$ cat config.mk
export PLATFORM = sky130hd
export DESIGN_NAME = i2s_pwm_top
export DESIGN_NICKNAME = d
export VERILOG_FILES = /design/src/common/audio_pkg.sv /design/src/i2s_rx/i2s_rx.sv /design/src/i2s_rx/sample_aligner.sv /design/src/pwm/pwm_modulator.sv /design/src/i2s_pwm_top.sv
export VERILOG_INCLUDE_DIRS = /design/src /design/src/common
export SDC_FILE = /design/constraint.sdc
export NUM_CORES = 1
export LEC_CHECK = 0
export ABC_AREA = 1
export BUFFER_PORTS_ARGS = -buffer_cell sky130_fd_sc_hd__buf_2
export CAP_MARGIN = 5
export CORE_MARGIN = 10
export CORE_UTILIZATION = 55
export CTS_BUF_LIST = sky130_fd_sc_hd__clkbuf_16
export CTS_CLUSTER_SIZE = 40
export DETAILED_ROUTE_END_ITERATION = 10
export HOLD_SLACK_MARGIN = 0.03
export PLACE_DENSITY = 0.76
export SYNTH_ARGS = -nofsm -noshare
export SYNTH_HDL_FRONTEND = slang
export SYNTH_SLANG_ARGS = --single-unit
$ cat constraint.sdc
create_clock -name clk -period 3.8 [get_ports clk]
set_input_delay 0.76 -clock clk [delete_from_list [all_inputs] [get_ports clk]]
set_output_delay 0.76 -clock clk [all_outputs]
set_load 0.005 [all_outputs]
$ cat src/common/audio_params.svh
`ifndef AUDIO_PARAMS_SVH
`define AUDIO_PARAMS_SVH

//////////////////////////////////////////////////
// audio datapath widths
//////////////////////////////////////////////////

// widest I2S slot word accepted
`define SLOT_W 32

// output sample width after alignment
`define PCM_W 24

// duty resolution, period is 2**PWM_W clocks
`define PWM_W 8

// frame store entries, also the credit count
`define CREDIT_DEPTH 2

`endif

$ cat src/common/audio_pkg.sv
`include "audio_params.svh"

package audio_pkg;

    // enough bits to hold a slot length of 0 to SLOT_W
    localparam int SLOT_LEN_W = $clog2(`SLOT_W + 1);

    //////////////////////////////////////////////////
    // pcm word views
    //////////////////////////////////////////////////

    // sign, upper magnitude bits, then the residue dropped by the modulator
    typedef struct packed {
        logic                      sign;
        logic [`PWM_W-2:0]         mag_hi;
        logic [`PCM_W-`PWM_W-1:0]  residue;
    } pcm_pwm_view_t;

    // one sample word, read as two's complement or as pwm fields
    typedef union packed {
        logic signed [`PCM_W-1:0]  sample;
        pcm_pwm_view_t             pwm;
    } pcm_word_u;

    // stereo frame, left in the upper half
    typedef struct packed {
        pcm_word_u  left;
        pcm_word_u  right;
    } pcm_frame_t;

    //////////////////////////////////////////////////
    // receiver side
    //////////////////////////////////////////////////

    // raw slot as captured, right aligned in word
    typedef struct packed {
        logic [`SLOT_W-1:0]     word;
        logic [SLOT_LEN_W-1:0]  len;
        // 0 for left slot
        logic                   chan;
    } slot_cap_t;

    typedef struct packed {
        logic                   overrun;
        logic [SLOT_LEN_W-1:0]  last_len;
    } rx_status_t;

endpackage

$ cat src/i2s_rx/i2s_rx.sv
`include "audio_params.svh"

module i2s_rx
    import audio_pkg::*;
(
    input  logic       clk,
    input  logic       rst_n,
    input  logic       bclk,
    input  logic       lrclk,
    input  logic       sdata,
    output logic       slot_valid,
    output slot_cap_t  slot
);

    // bclk sync chain, oldest in bit 2
    logic [2:0] bclk_sync;
    logic [1:0] lrclk_sync;
    logic [1:0] sdata_sync;
    // one clk pulse per bclk rising edge
    logic       bclk_rise;

    // lrclk as sampled on the last two bclk edges
    logic       lr_d1;
    logic       lr_d2;
    logic       lr_change;

    logic [`SLOT_W-1:0]    shift_reg;
    logic [SLOT_LEN_W-1:0] bit_cnt;

    //////////////////////////////////////////////////
    // pin synchronizers
    //////////////////////////////////////////////////

    always_ff @(posedge clk or negedge rst_n) begin
        if (!rst_n) begin
            bclk_sync  <= '0;
            lrclk_sync <= '0;
            sdata_sync <= '0;
            bclk_rise  <= 1'b0;
        end else begin
            bclk_sync  <= {bclk_sync[1:0], bclk};
            lrclk_sync <= {lrclk_sync[0], lrclk};
            sdata_sync <= {sdata_sync[0], sdata};
            // registered edge, visible 3 clk after the pin
            bclk_rise  <= bclk_sync[1] & ~bclk_sync[2];
        end
    end

    //////////////////////////////////////////////////
    // slot shifter
    //////////////////////////////////////////////////

    // lrclk moved one bclk ago
    // the I2S delay bit has been shifted in by now
    assign lr_change = lr_d1 != lr_d2;

    always_ff @(posedge clk or negedge rst_n) begin
        if (!rst_n) begin
            lr_d1      <= 1'b0;
            lr_d2      <= 1'b0;
            shift_reg  <= '0;
            bit_cnt    <= '0;
            slot_valid <= 1'b0;
            slot       <= '0;
        end else begin
            slot_valid <= 1'b0;
            if (bclk_rise) begin
                lr_d1 <= lrclk_sync[1];
                lr_d2 <= lr_d1;
                if (lr_change) begin
                    // hand off the finished slot
                    slot_valid <= 1'b1;
                    slot.word  <= shift_reg;
                    slot.len   <= bit_cnt;
                    slot.chan  <= lr_d2;
                    // current bit is the msb of the new slot
                    shift_reg  <= {{(`SLOT_W-1){1'b0}}, sdata_sync[1]};
                    bit_cnt    <= SLOT_LEN_W'(1);
                end else if (bit_cnt < SLOT_LEN_W'(`SLOT_W)) begin
                    shift_reg <= {shift_reg[`SLOT_W-2:0], sdata_sync[1]};
                    bit_cnt   <= bit_cnt + 1'b1;
                end
                // past SLOT_W bits the msbs are kept and the count clamps
            end
        end
    end

endmodule

$ cat src/i2s_rx/sample_aligner.sv
`include "audio_params.svh"

module sample_aligner
    import audio_pkg::*;
(
    input  logic        clk,
    input  logic        rst_n,
    input  logic        slot_valid,
    input  slot_cap_t   slot,
    input  logic        credit_return,
    output logic        frame_valid,
    output pcm_frame_t  frame,
    output rx_status_t  status
);

    localparam int CRED_W = $clog2(`CREDIT_DEPTH + 1);

    logic [SLOT_LEN_W-1:0] shift_amt;
    logic [`SLOT_W-1:0]    justified;
    pcm_word_u             aligned;
    pcm_word_u             left_hold;
    logic [CRED_W-1:0]     credits;
    logic                  right_done;
    logic                  issue;

    //////////////////////////////////////////////////
    // barrel shift
    //////////////////////////////////////////////////

    // move the msb up to bit SLOT_W-1, short slots get zero fill
    always_comb begin
        shift_amt      = SLOT_LEN_W'(`SLOT_W) - slot.len;
        justified      = slot.word << shift_amt;
        aligned.sample = justified[`SLOT_W-1 -: `PCM_W];
    end

    // left sample waits here for its right partner
    always_ff @(posedge clk) begin
        if (slot_valid && !slot.chan) begin
            left_hold <= aligned;
        end
        if (issue) begin
            frame.left  <= left_hold;
            frame.right <= aligned;
        end
    end

    //////////////////////////////////////////////////
    // credits and status
    //////////////////////////////////////////////////

    assign right_done = slot_valid & slot.chan;
    assign issue      = right_done & (credits != '0);

    always_ff @(posedge clk or negedge rst_n) begin
        if (!rst_n) begin
            credits     <= CRED_W'(`CREDIT_DEPTH);
            frame_valid <= 1'b0;
            status      <= '0;
        end else begin
            credits     <= credits - CRED_W'(issue) + CRED_W'(credit_return);
            frame_valid <= issue;
            // no credit means the frame is lost
            if (right_done && (credits == '0)) begin
                status.overrun <= 1'b1;
            end
            if (slot_valid) begin
                status.last_len <= slot.len;
            end
        end
    end

endmodule

$ cat src/pwm/pwm_modulator.sv
`include "audio_params.svh"

module pwm_modulator
    import audio_pkg::*;
(
    input  logic        clk,
    input  logic        rst_n,
    input  logic        frame_valid,
    input  pcm_frame_t  frame,
    output logic        credit_return,
    output logic        pwm_l,
    output logic        pwm_r
);

    localparam int PTR_W = $clog2(`CREDIT_DEPTH);
    localparam int CNT_W = $clog2(`CREDIT_DEPTH + 1);

    pcm_frame_t         store [`CREDIT_DEPTH];
    logic [PTR_W-1:0]   wr_ptr;
    logic [PTR_W-1:0]   rd_ptr;
    logic [CNT_W-1:0]   fill;
    logic               push;
    logic               pop;

    logic [`PWM_W-1:0]  period_cnt;
    logic [`PWM_W-1:0]  duty_l;
    logic [`PWM_W-1:0]  duty_r;
    logic               wrap;

    // offset binary code from sign and upper magnitude
    function automatic logic [`PWM_W-1:0] duty_code(pcm_word_u w);
        return {~w.pwm.sign, w.pwm.mag_hi};
    endfunction

    //////////////////////////////////////////////////
    // frame store
    //////////////////////////////////////////////////

    assign wrap = period_cnt == '1;
    // the aligner only sends with a credit in hand
    assign push = frame_valid && (fill != CNT_W'(`CREDIT_DEPTH));
    assign pop  = wrap && (fill != '0);

    always_ff @(posedge clk) begin
        if (push) begin
            store[wr_ptr] <= frame;
        end
    end

    always_ff @(posedge clk or negedge rst_n) begin
        if (!rst_n) begin
            wr_ptr        <= '0;
            rd_ptr        <= '0;
            fill          <= '0;
            credit_return <= 1'b0;
            period_cnt    <= '0;
            duty_l        <= '0;
            duty_r        <= '0;
        end else begin
            period_cnt    <= period_cnt + 1'b1;
            credit_return <= pop;
            fill          <= fill + CNT_W'(push) - CNT_W'(pop);
            if (push) begin
                wr_ptr <= (wr_ptr == PTR_W'(`CREDIT_DEPTH - 1)) ? '0 : wr_ptr + 1'b1;
            end
            // new duty lands as the counter rolls to 0
            if (pop) begin
                duty_l <= duty_code(store[rd_ptr].left);
                duty_r <= duty_code(store[rd_ptr].right);
                rd_ptr <= (rd_ptr == PTR_W'(`CREDIT_DEPTH - 1)) ? '0 : rd_ptr + 1'b1;
            end
        end
    end

    //////////////////////////////////////////////////
    // comparators
    //////////////////////////////////////////////////

    // high for duty clocks, duty 0 never high
    assign pwm_l = period_cnt < duty_l;
    assign pwm_r = period_cnt < duty_r;

endmodule

$ cat src/i2s_pwm_top.sv
module i2s_pwm_top
    import audio_pkg::*;
(
    input  logic        clk,
    input  logic        rst_n,
    input  logic        bclk,
    input  logic        lrclk,
    input  logic        sdata,
    output logic        pwm_l,
    output logic        pwm_r,
    output logic        pcm_valid,
    output pcm_frame_t  pcm,
    output rx_status_t  status
);

    // receiver to aligner
    logic       slot_valid;
    slot_cap_t  slot;
    // modulator back to aligner
    logic       credit_return;

    i2s_rx u_i2s_rx (
        .clk        (clk),
        .rst_n      (rst_n),
        .bclk       (bclk),
        .lrclk      (lrclk),
        .sdata      (sdata),
        .slot_valid (slot_valid),
        .slot       (slot)
    );

    // aligned frames also leave the top as pcm
    sample_aligner u_sample_aligner (
        .clk           (clk),
        .rst_n         (rst_n),
        .slot_valid    (slot_valid),
        .slot          (slot),
        .credit_return (credit_return),
        .frame_valid   (pcm_valid),
        .frame         (pcm),
        .status        (status)
    );

    pwm_modulator u_pwm_modulator (
        .clk           (clk),
        .rst_n         (rst_n),
        .frame_valid   (pcm_valid),
        .frame         (pcm),
        .credit_return (credit_return),
        .pwm_l         (pwm_l),
        .pwm_r         (pwm_r)
    );

endmodule

After elaboration in Yosys (flattened, before gate mapping)
Memories as Yosys holds them, arrays and structs flattened.
Cells that the tools add are included.

operators by class
  mux-type cells = 10
  bitwise operators = 6
  eq/ne operators = 3
  reduce and logical (&&, ||, !) cells = 11
  $add $sub $neg = 9
  order comparisons = 3
  shifts and indexed selects = 1

operators by type and width
  kind                 count
  $mux 32              2
  $shl 32x6->32        1
  $lt 8x8->1           2
  $mux 6               2
  $add 8x1->8 const B  1
  $eq 8x8->1 const B   1
  $add 6x1->6 const B  1
  $lt 6x6->1 const B   1
  $mux 1               6
  $reduce_bool 2->1    3
  $sub 6x6->6 const A  1
  $add 2x1->2          2
  $logic_and 1x1->1    4
  $reduce_and 2->1     2
  $sub 2x1->2          2
  $and 1x1->1          3
  $not 1->1            3
  $add 1x1->1 const B  2
  $logic_not 2->1      1
  $ne 2x2->1 const B   1
  $logic_not 1->1      1
  $ne 1x1->1           1

word-level totals
  bits of input ports = 5
  word-level logic and storage cells = 70
  memories kept = 1
  bits in registers = 199
  memory bits (writable) = 96
  output and inout bits = 58

memories
  memory                 depth  bits a word  rd ports  clocked after Yosys merged registers in  wr ports  line                 text
  u_pwm_modulator.store  2      48           1         0                                        1         pwm_modulator.sv:18  pcm_frame_t store [`CREDIT_DEPTH];

Depth between registers and ports, before layout
Gate-level depths: netlist of the first run.

  word-level depth = 4
  gate-level depth with buffers = 12

Modules after synthesis
From an unflattened synthesis of the first run, not the netlist that was laid out.

unflattened totals
  cell total of the unflattened synthesis = 1,052
  area, all modules = 10,463.8 um^2

by module, submodules not included
  module          cells each  area each (um^2)  seq. area each (um^2)  instances
  sample_aligner  470         4,300.4           2,413.6                1
  i2s_rx          368         3,454.6           2,202.1                1
  pwm_modulator   214         2,708.8           1,686.6                1

Worst setup path after synthesis of the first run
Ideal clock, no wire load.

  path type = reg2reg
  from = register u_sample_aligner.credits[1]
  to = register u_sample_aligner.credits[0]
  required time = 3.674 ns
  cell stages (with the launch flop) = 6
  slack = 0.217 ns
  setup time = 0.126 ns
  arrival = 3.458 ns
  buffers on the path = 0
  cell sequence = dfstp_2 -> nor2_1 -> nor2_1 -> ha_1 -> inv_1 -> ha_1

on the way
  cells in the longest elaborated chain, start to end = 4

RTL lines
  item                        line                  text
  start: declaration          sample_aligner.sv:22  logic [CRED_W-1:0] credits;
  start signal: assignment    sample_aligner.sv:57  credits <= CRED_W'(`CREDIT_DEPTH);
  start signal: assignment    sample_aligner.sv:61  credits <= credits - CRED_W'(issue) + CRED_W'(credit_return);
  $reduce_bool 2->1           sample_aligner.sv:53  assign issue = right_done & (credits != '0);
  $and 1x1->1                 sample_aligner.sv:53
  net u_sample_aligner.issue  sample_aligner.sv:24  logic issue;
  $sub 2x1->2                 sample_aligner.sv:61
  $add 2x1->2                 sample_aligner.sv:61

The timed path passes the listed nets, and every way through them passes these cells.
A chain may end at the register's enable or synchronous reset.

Worst setup path after layout of the first run
  from = register u_i2s_rx.slot[1] (netlist name)
  to = register u_sample_aligner.frame[20] (netlist name)

on the way
  cells in the longest elaborated chain, start to end = 2

RTL lines
  item                                line                  text
  $sub 6x6->6                         sample_aligner.sv:32  shift_amt = SLOT_LEN_W'(`SLOT_W) - slot.len;
  $shl 32x6->32                       sample_aligner.sv:33  justified = slot.word << shift_amt;
  net u_sample_aligner.justified[28]  sample_aligner.sv:19  logic [`SLOT_W-1:0] justified;

The timed path passes the listed nets, and every way through them passes these cells.

==> results of run 1 <==
## stage by stage
step	std cells	power, mW	cell area (um^2)
after global placement	1223	5.519	10440
after global routing	1268	8.328	11240
after detailed placement	1223	5.515	10440
after CTS	1268	7.882	11240
final	1268	7.883	11240
after floorplan	967	4.943	9948
## cell families after synthesis
group | count (synthesis) | share of synthesized area, %
and+or+nand+nor | 438 | 19.38
DFF | 231 | 63.35
buffers and inverters | 127 | 5.182
AOI/OAI and AO/OA | 122 | 6.729
adders and majority gates | 21 | 2.641
xor gates and xnor gates | 14 | 1.308
muxes | 14 | 1.409
## layout make-up
| cell class | count | area share, % |
|---|---|---|
| multi-input cells | 609 | 27.94 |
| repair buffers | 72 | 3.562 |
| clock buffers | 25 | 5.565 |
| well taps | 229 | 2.549 |
| flip-flops and latches | 231 | 56.06 |
| clock inverters | 20 | 1.592 |
| inverters | 82 | 2.738 |
## cell usage in the layout, fill, tap and decap left out, types with 21 or more instances in the layout
cell / netlist / layout
sky130_fd_sc_hd__nand2_1: 204 / 204
sky130_fd_sc_hd__nand3_1: 190 / 190
sky130_fd_sc_hd__dfrtp_1: 126 / 126
sky130_fd_sc_hd__edfxtp_1: 104 / 104
sky130_fd_sc_hd__inv_1: 76 / 83
sky130_fd_sc_hd__o21ai_0: 70 / 70
sky130_fd_sc_hd__buf_2: 16 / 61
sky130_fd_sc_hd__o22ai_1: 31 / 31
sky130_fd_sc_hd__nor2_1: 31 / 29
sky130_fd_sc_hd__clkbuf_16: 0 / 25
sky130_fd_sc_hd__ha_1: 21 / 21
## metal layers
layer	vias to the layer above	global-route usage, %
met3	44	3.383
met1	3343	23.14
met2	204	27.53
met5	-	0
met4	0	4.678
li1	3422	-
## power groups by stage
| stage | clock network, mW | logic [mW] | registers, mW |
|---|---|---|---|
| floorplan | 0 | 1.96 | 2.99 |
| global placement | 0 | 2.52 | 3.00 |
| detailed placement | 0 | 2.52 | 3.00 |
| CTS | 2.40 | 2.53 | 2.95 |
| global route | 2.51 | 2.86 | 2.96 |
| finish | 2.36 | 2.57 | 2.95 |
## path summary, 6_finish.rpt
check                      depth (start not counted)  slack, ps              startpoint                            end
setup / recovery                                  10       1050        u_i2s_rx.slot[1]     u_sample_aligner.frame[20]
hold / removal                                     1        200                   rst_n  u_pwm_modulator.period_cnt[7]
setup reg to reg                                  10       1050        u_i2s_rx.slot[1]     u_sample_aligner.frame[20]
hold reg to reg                                    0        350  u_i2s_rx.lrclk_sync[0]         u_i2s_rx.lrclk_sync[1]
max in group asynchronous                          2       2820                   rst_n            u_i2s_rx.bit_cnt[2]
min in group clk                                   1        340                    bclk          u_i2s_rx.bclk_sync[0]
==> summary by stage, run 1 <==
Run status
The run finished with clean final reports.

Synth
Sequential elements use 63.35% of the synthesized area. Counting instances in the post-synthesis netlist gives the leading cell types as 204 x sky130_fd_sc_hd__nand2_1, 190 x sky130_fd_sc_hd__nand3_1, 126 x sky130_fd_sc_hd__dfrtp_1. The share of async-settable or async-resettable flops after synthesis is 54.98%. In the synthesized netlist, the number of instances is 967. The net count of the mapped netlist is 993. The synthesis-stage register bit count is 231. The number of flops mapped to enable cells by yosys is 104. The top flip-flop cell by instance count after synthesis is sky130_fd_sc_hd__dfrtp_1. Summed over its instances, the top area cell type makes up 31.69% of the synthesized netlist area. Yosys instantiated no cell more often than sky130_fd_sc_hd__nand2_1. Averaged over all synthesized cells, the footprint is 10.29 um^2. Sorting the synthesized cells by area gives the leading types as sky130_fd_sc_hd__dfrtp_1 32%, sky130_fd_sc_hd__edfxtp_1 31%, sky130_fd_sc_hd__nand3_1 9.6%. The biggest area contributor in the post-synthesis netlist is sky130_fd_sc_hd__dfrtp_1. The post-synth design cell area is 9948 um^2.

After synthesis, the netlist uses 33 different library cells. The count of yosys warnings during synthesis is 0.

Clock tree
In this run, post-CTS repair resized a total of 0 instances. The number of clock sinks is 231. The CTS root buffer is sky130_fd_sc_hd__clkbuf_16. TritonCTS built the clock tree. CTS built an H-tree with a depth of 1. The cts-stage hold buffer count is 0. The latest clock arrival within the worst-skew pair is 530 ps. After clock tree synthesis, the clock-pin slew on the worst setup and hold paths is 60 ps. In this run, CTS created clock tree buffers numbering 25. Buffers added to address setup during post-CTS repair amount to 0. The clock passes through at most 3 buffers.

Floorplanning
The initial standard-cell utilization of the core is 55.57%. The die outline area is 23870 um^2. Measured along the x axis, the die boundary spans 154.5 um.

After floorplanning, the core was sized to cover 17900 um^2. The die span in y is 154.5 um. The total I/O pin count is 63. The floorplan has 49 rows.

STA
The worst-case clock skew is 16.87 ps. The final sum of negative setup slack is 0 ps. The max-slew violation count is 0. Based on the critical path, the design can be clocked at up to 363.4 MHz.

The actual slew at the worst max-slew pin is 1075 ps. Setup repair after global routing left no endpoint under its margin. Setup violations remaining at the end of the flow were counted as 0. The max-slew headroom at the worst pin is 28.14%.

Subtracting the final worst setup slack from the clock period gives 2752 ps. The final hold slack is 202.8 ps. The minimum setup slack in the final design is 1048 ps. The hold violation total from the final report is 0. The share of the clock period used by the worst path is 72.42%.

Detailed routing
In this run the remaining antenna-violating nets after routing total 0. Dividing the detail-routed wire length by the instance count gives 16.50 um. Summed over all layers, the routed wires come to 20920 um. Using the TritonRoute via totals, the vias-per-cell ratio works out to 5.531.

In the routed design, unresolved DRC markers number 0. Detailed routing placed a total of 1271 um of wire on met3. The detailed router finished its first iteration with 568 violations. The routed metal-1 wirelength is 9317 um. The pre-antenna-repair detailed-routing pass consisted of 5 iterations. The highest metal layer carrying signal wires in the routed design is met4. Across all layers, the routed design uses 7013 vias. In the detailed route, the total length drawn on met2 is 9919 um.

Critical path
The critical path data required time is 4180 ps. Of all nets on the critical path, the largest fanout is 32. Walking the worst path, the cells encountered are buf_4, inv_2, ha_1, inv_1, nand2_1, nand2_1, nand3_1, nand3_1, nand3_1, nand2_1. The worst setup path is captured at a register. The startpoint class of the critical path is a register. The category of cells accounting for the largest share of critical-path delay is simple AND/OR/NAND/NOR gates. The path type of the worst setup path is register to register.

The largest individual stage delay along the critical path comes from the cell sky130_fd_sc_hd__nand2_1. The critical path contains buffers and inverters numbering 3 combined. In this design, the stage delay of the slowest critical-path cell is 770 ps. The data arrival time of the critical path is 3140 ps.

Power
The combinational share of power is 32.6%. The share of total power dissipated in sequential elements is 37.5%. The clock share of power is 29.9%. The leakage component of the power is 4.828 nW. Net switching is 36.43% of the power. The net switching component of the power is 2.872 mW. VDD sags by at most 0.5713 mV. Internal power comes to 5.011 mW. Power spread over the standard cell area amounts to 701.2 nW/um^2.

Layout
The multi-input gate area in the final layout is 3141 um^2. In the final layout, the share of cells above drive strength 1 is 12.22%. Ranked by flip-flop count, first place goes to u_sample_aligner.frame. Cells fill 62.80% of the core in the end. The largest registers in the layout are u_sample_aligner.frame: 48 flops, u_i2s_rx.slot: 39 flops. The sequential cell area is 6302 um^2.

The count of fill cells added during filler insertion is 1391. The number of antenna diodes in the final layout is 0. The layout net count is 1047. The area overhead of the layout relative to synthesis is 13.00%.

The register with the most flip-flops in the layout has 48 of them.

Global route
The all-layer global routing usage is 17.09%. The pin count of the biggest net entering global routing is 71. The initial antenna violation count came to 0. The via count of the first global-routing pass is 6713.

After global routing the overflow that remains totals 0. The first global-routing pass estimated 34190 um of wire.

Placement
Prior to clock tree synthesis, the placed netlist has a worst setup slack of 1128 ps. After legalization and detailed placement, the total HPWL measured 14260 um. The routability congestion estimate from global placement is 0.9281. The number of buffers inserted by port buffering is 62.

Flow run
Max-cap violations in this run came to 0.

Min path
The class of the tightest hold or removal check is input port to asynchronous set/reset pin.
Note: power is estimated with default switching activity, not from simulation.
==> run 2: changes to the inputs <==
Clock period 3.8 ns to 2.5 ns, I/O delays scaled along.
==> summary by stage, run 2 (synthesized netlist as in run 1, its figures left out) <==
Global route
The pin count of the biggest net entering global routing is 48. The via count of the first global-routing pass came to 7013. The total congestion overflow is 0. The all-layer global routing usage is 17.39%.

The initial antenna violation count was 0. The first global-routing pass estimated 35210 um of wire.

Min path
The min-delay analysis places its worst path in the category input port to register.

Clock tree
TritonCTS built the clock tree. The CTS root buffer is sky130_fd_sc_hd__clkbuf_16. Clock-pin slew was measured on the worst setup and hold paths at 60 ps. The number of setup buffers added after CTS is 0. In this run, CTS created clock tree buffers numbering 25. No sink is reached through more buffers than the 3 on the longest clock path. Clock latency on the worst-skew pair, taken at its later pin, is 520 ps. Counting every sink on the clock net gives 231. The count of H-tree levels built during CTS is 1.

STA
Setup total negative slack on the finished layout was measured at 0 ps. The minimum setup slack in the final design is 193.1 ps. Setup repair after global routing left no endpoint under its margin. Clock skew on the completed layout was measured at 17.27 ps.

The max-slew violation count is 0. The max-slew headroom at the worst pin is 39.31%. The highest attainable clock frequency is 433.5 MHz.

Setup violations remaining at the end of the flow were counted as 0. The hold violation total from the final report is 0. After layout, the worst path uses 92.28% of the clock period. After layout, the minimum clock period comes to 2307 ps. For the pin with the worst max-slew slack, the measured transition is 910.3 ps.

Floorplanning
The die span in y is 154.5 um. The die outline area is 23870 um^2. The core region is 17900 um^2. For this design the top-level I/O count stands at 63.

The number of placement rows is 49. Once the floorplan was initialized, standard cells occupied 55.57% of the core. The floorplan step set the die width to 154.5 um.

Detailed routing
The length of routed met2 wiring is 9754 um. The highest metal layer carrying signal wires in the routed design is met4. The DRC violation total after the first TritonRoute iteration is 636. Once detail routing completed, the nets flagged for antenna violations numbered 0.

The number of design rule violations left after detail routing is 0. The wire length after detailed routing is 20810 um. The detailed router placed 7038 vias in this run. The number of iterations in the first detailed-routing pass is 5.

The routed metal-1 wirelength is 9238 um. The met3 routed wirelength is 1256 um. The mean number of vias per cell is 5.494. Dividing the detail-routed wire length by the instance count gives 16.24 um.

Power
For this design the static power due to leakage is 4.869 nW. The overall power consumption is 11.67 mW. In this run the power density over the cells is 1036 nW/um^2.

VDD sags by at most 0.7991 mV.

Placement
The number of buffers inserted by port buffering is 62. The HPWL after detailed placement is 14430 um. Timing analysis after detailed placement gives a worst setup slack of 397.8 ps. Routability-driven placement finished with a final weighted congestion of 0.9183.

Critical path
The path type of the worst setup path is register to primary output. The critical path endpoint category is a primary output. STA puts the critical path data arrival time at 1810 ps. The critical path data required time is 2000 ps. The maximum fanout count along the critical path is 4. STA classifies the critical path startpoint as a register.

Run status
The flow ran to the end, and the final reports show no timing, DRC or antenna violations.

Layout
The number of antenna diodes is 0. The top cell types in the final layout, fill and taps aside, are 204 x sky130_fd_sc_hd__nand2_1, 190 x sky130_fd_sc_hd__nand3_1, 126 x sky130_fd_sc_hd__dfrtp_1. The register with the most flip-flops in the layout has 48 of them. The layout net count is 1059. In the final layout, the multi-input gates occupy 3141 um^2. The library cell used most frequently in the layout, excluding fill and tap cells, is sky130_fd_sc_hd__nand2_1.

The largest registers in the layout are u_sample_aligner.frame: 48 flops, u_i2s_rx.slot: 39 flops. Of the cells placed in the final design, the portion with a size suffix greater than 1 is 12.74%. The area overhead of the layout relative to synthesis is 13.22%. Counting flops per register, the top entry is u_sample_aligner.frame.

The count of fill cells added during filler insertion is 1419. The sequential cell area is 6302 um^2.

Flow run
Max-cap violations in this run came to 0.
-- run 2: cell count changes in the layout (fill, tap and decap cells not counted), sizes merged --
cell         change
bufinv           -3
inv              +5
clkinvlp         -1
dlygate4sd3      +1
buf             +11
-- run 2: path summary, 6_finish.rpt --
path	start	endpoint	slack [ps]	cells past startpoint
setup / recovery	u_pwm_modulator.period_cnt[3]	pwm_r	190	5
hold / removal	lrclk	u_i2s_rx.lrclk_sync[0]	90	1
setup reg to reg	u_i2s_rx.slot[2]	u_sample_aligner.left_hold[22]	360	9
hold reg to reg	u_i2s_rx.bclk_sync[0]	u_i2s_rx.bclk_sync[1]	340	0
max in group asynchronous	rst_n	u_pwm_modulator.duty_r[1]	1240	3
min in group asynchronous	rst_n	u_pwm_modulator.fill[1]	510	2
-- run 2: final cells by class --
cell class              instances  area share (%)
clock buffers                  25           5.554
inverters                      82           2.733
flip-flops and latches        231           55.95
well taps                     229           2.544
multi-input cells             609           27.88
repair buffers                 84           4.488
clock inverters                21          0.8443
-- run 2: worst max-delay path, stage by stage (launching register included) --
cell                      delay, ps
sky130_fd_sc_hd__dfrtp_1        420
sky130_fd_sc_hd__ha_1           310
sky130_fd_sc_hd__a21oi_1        140
sky130_fd_sc_hd__o21ai_0        120
sky130_fd_sc_hd__a21oi_1        170
sky130_fd_sc_hd__buf_2          140
-- run 2: what timing repair did --
item | CTS | global route
setup endpoints to repair | 0 | 0
gates resized for setup | 0 | 0
hold buffers | 1 | 0
hold endpoints to repair | 39 | 0
-- run 2: stage by stage --
step / utilization [%] / instance area [um^2] / hold WS, ps / cells
floorplan: - / 9956 / 204.4 / 967
global placement: 58.83 / 10530 / 332.4 / 1234
detailed placement: 58.83 / 10530 / 334.7 / 1234
CTS: 62.92 / 11260 / 71.71 / 1281
global route: 62.92 / 11260 / 72.15 / 1281
finish: 62.92 / 11260 / 91.94 / 1281
-- run 2: where the power goes --
part           internal, mW  switching (mW)  total, mW
clock network          1.81            1.39       3.20
logic                  1.19            2.79       3.98
registers              4.37           0.122       4.50
total                  7.37            4.30       11.7
-- run 2: routing by layer --
layer  track usage, %  vias up
met3            3.078       38
met2            27.32      228
li1                 -     3450
met1            23.90     3322
met4            6.073        0
met5                0        -
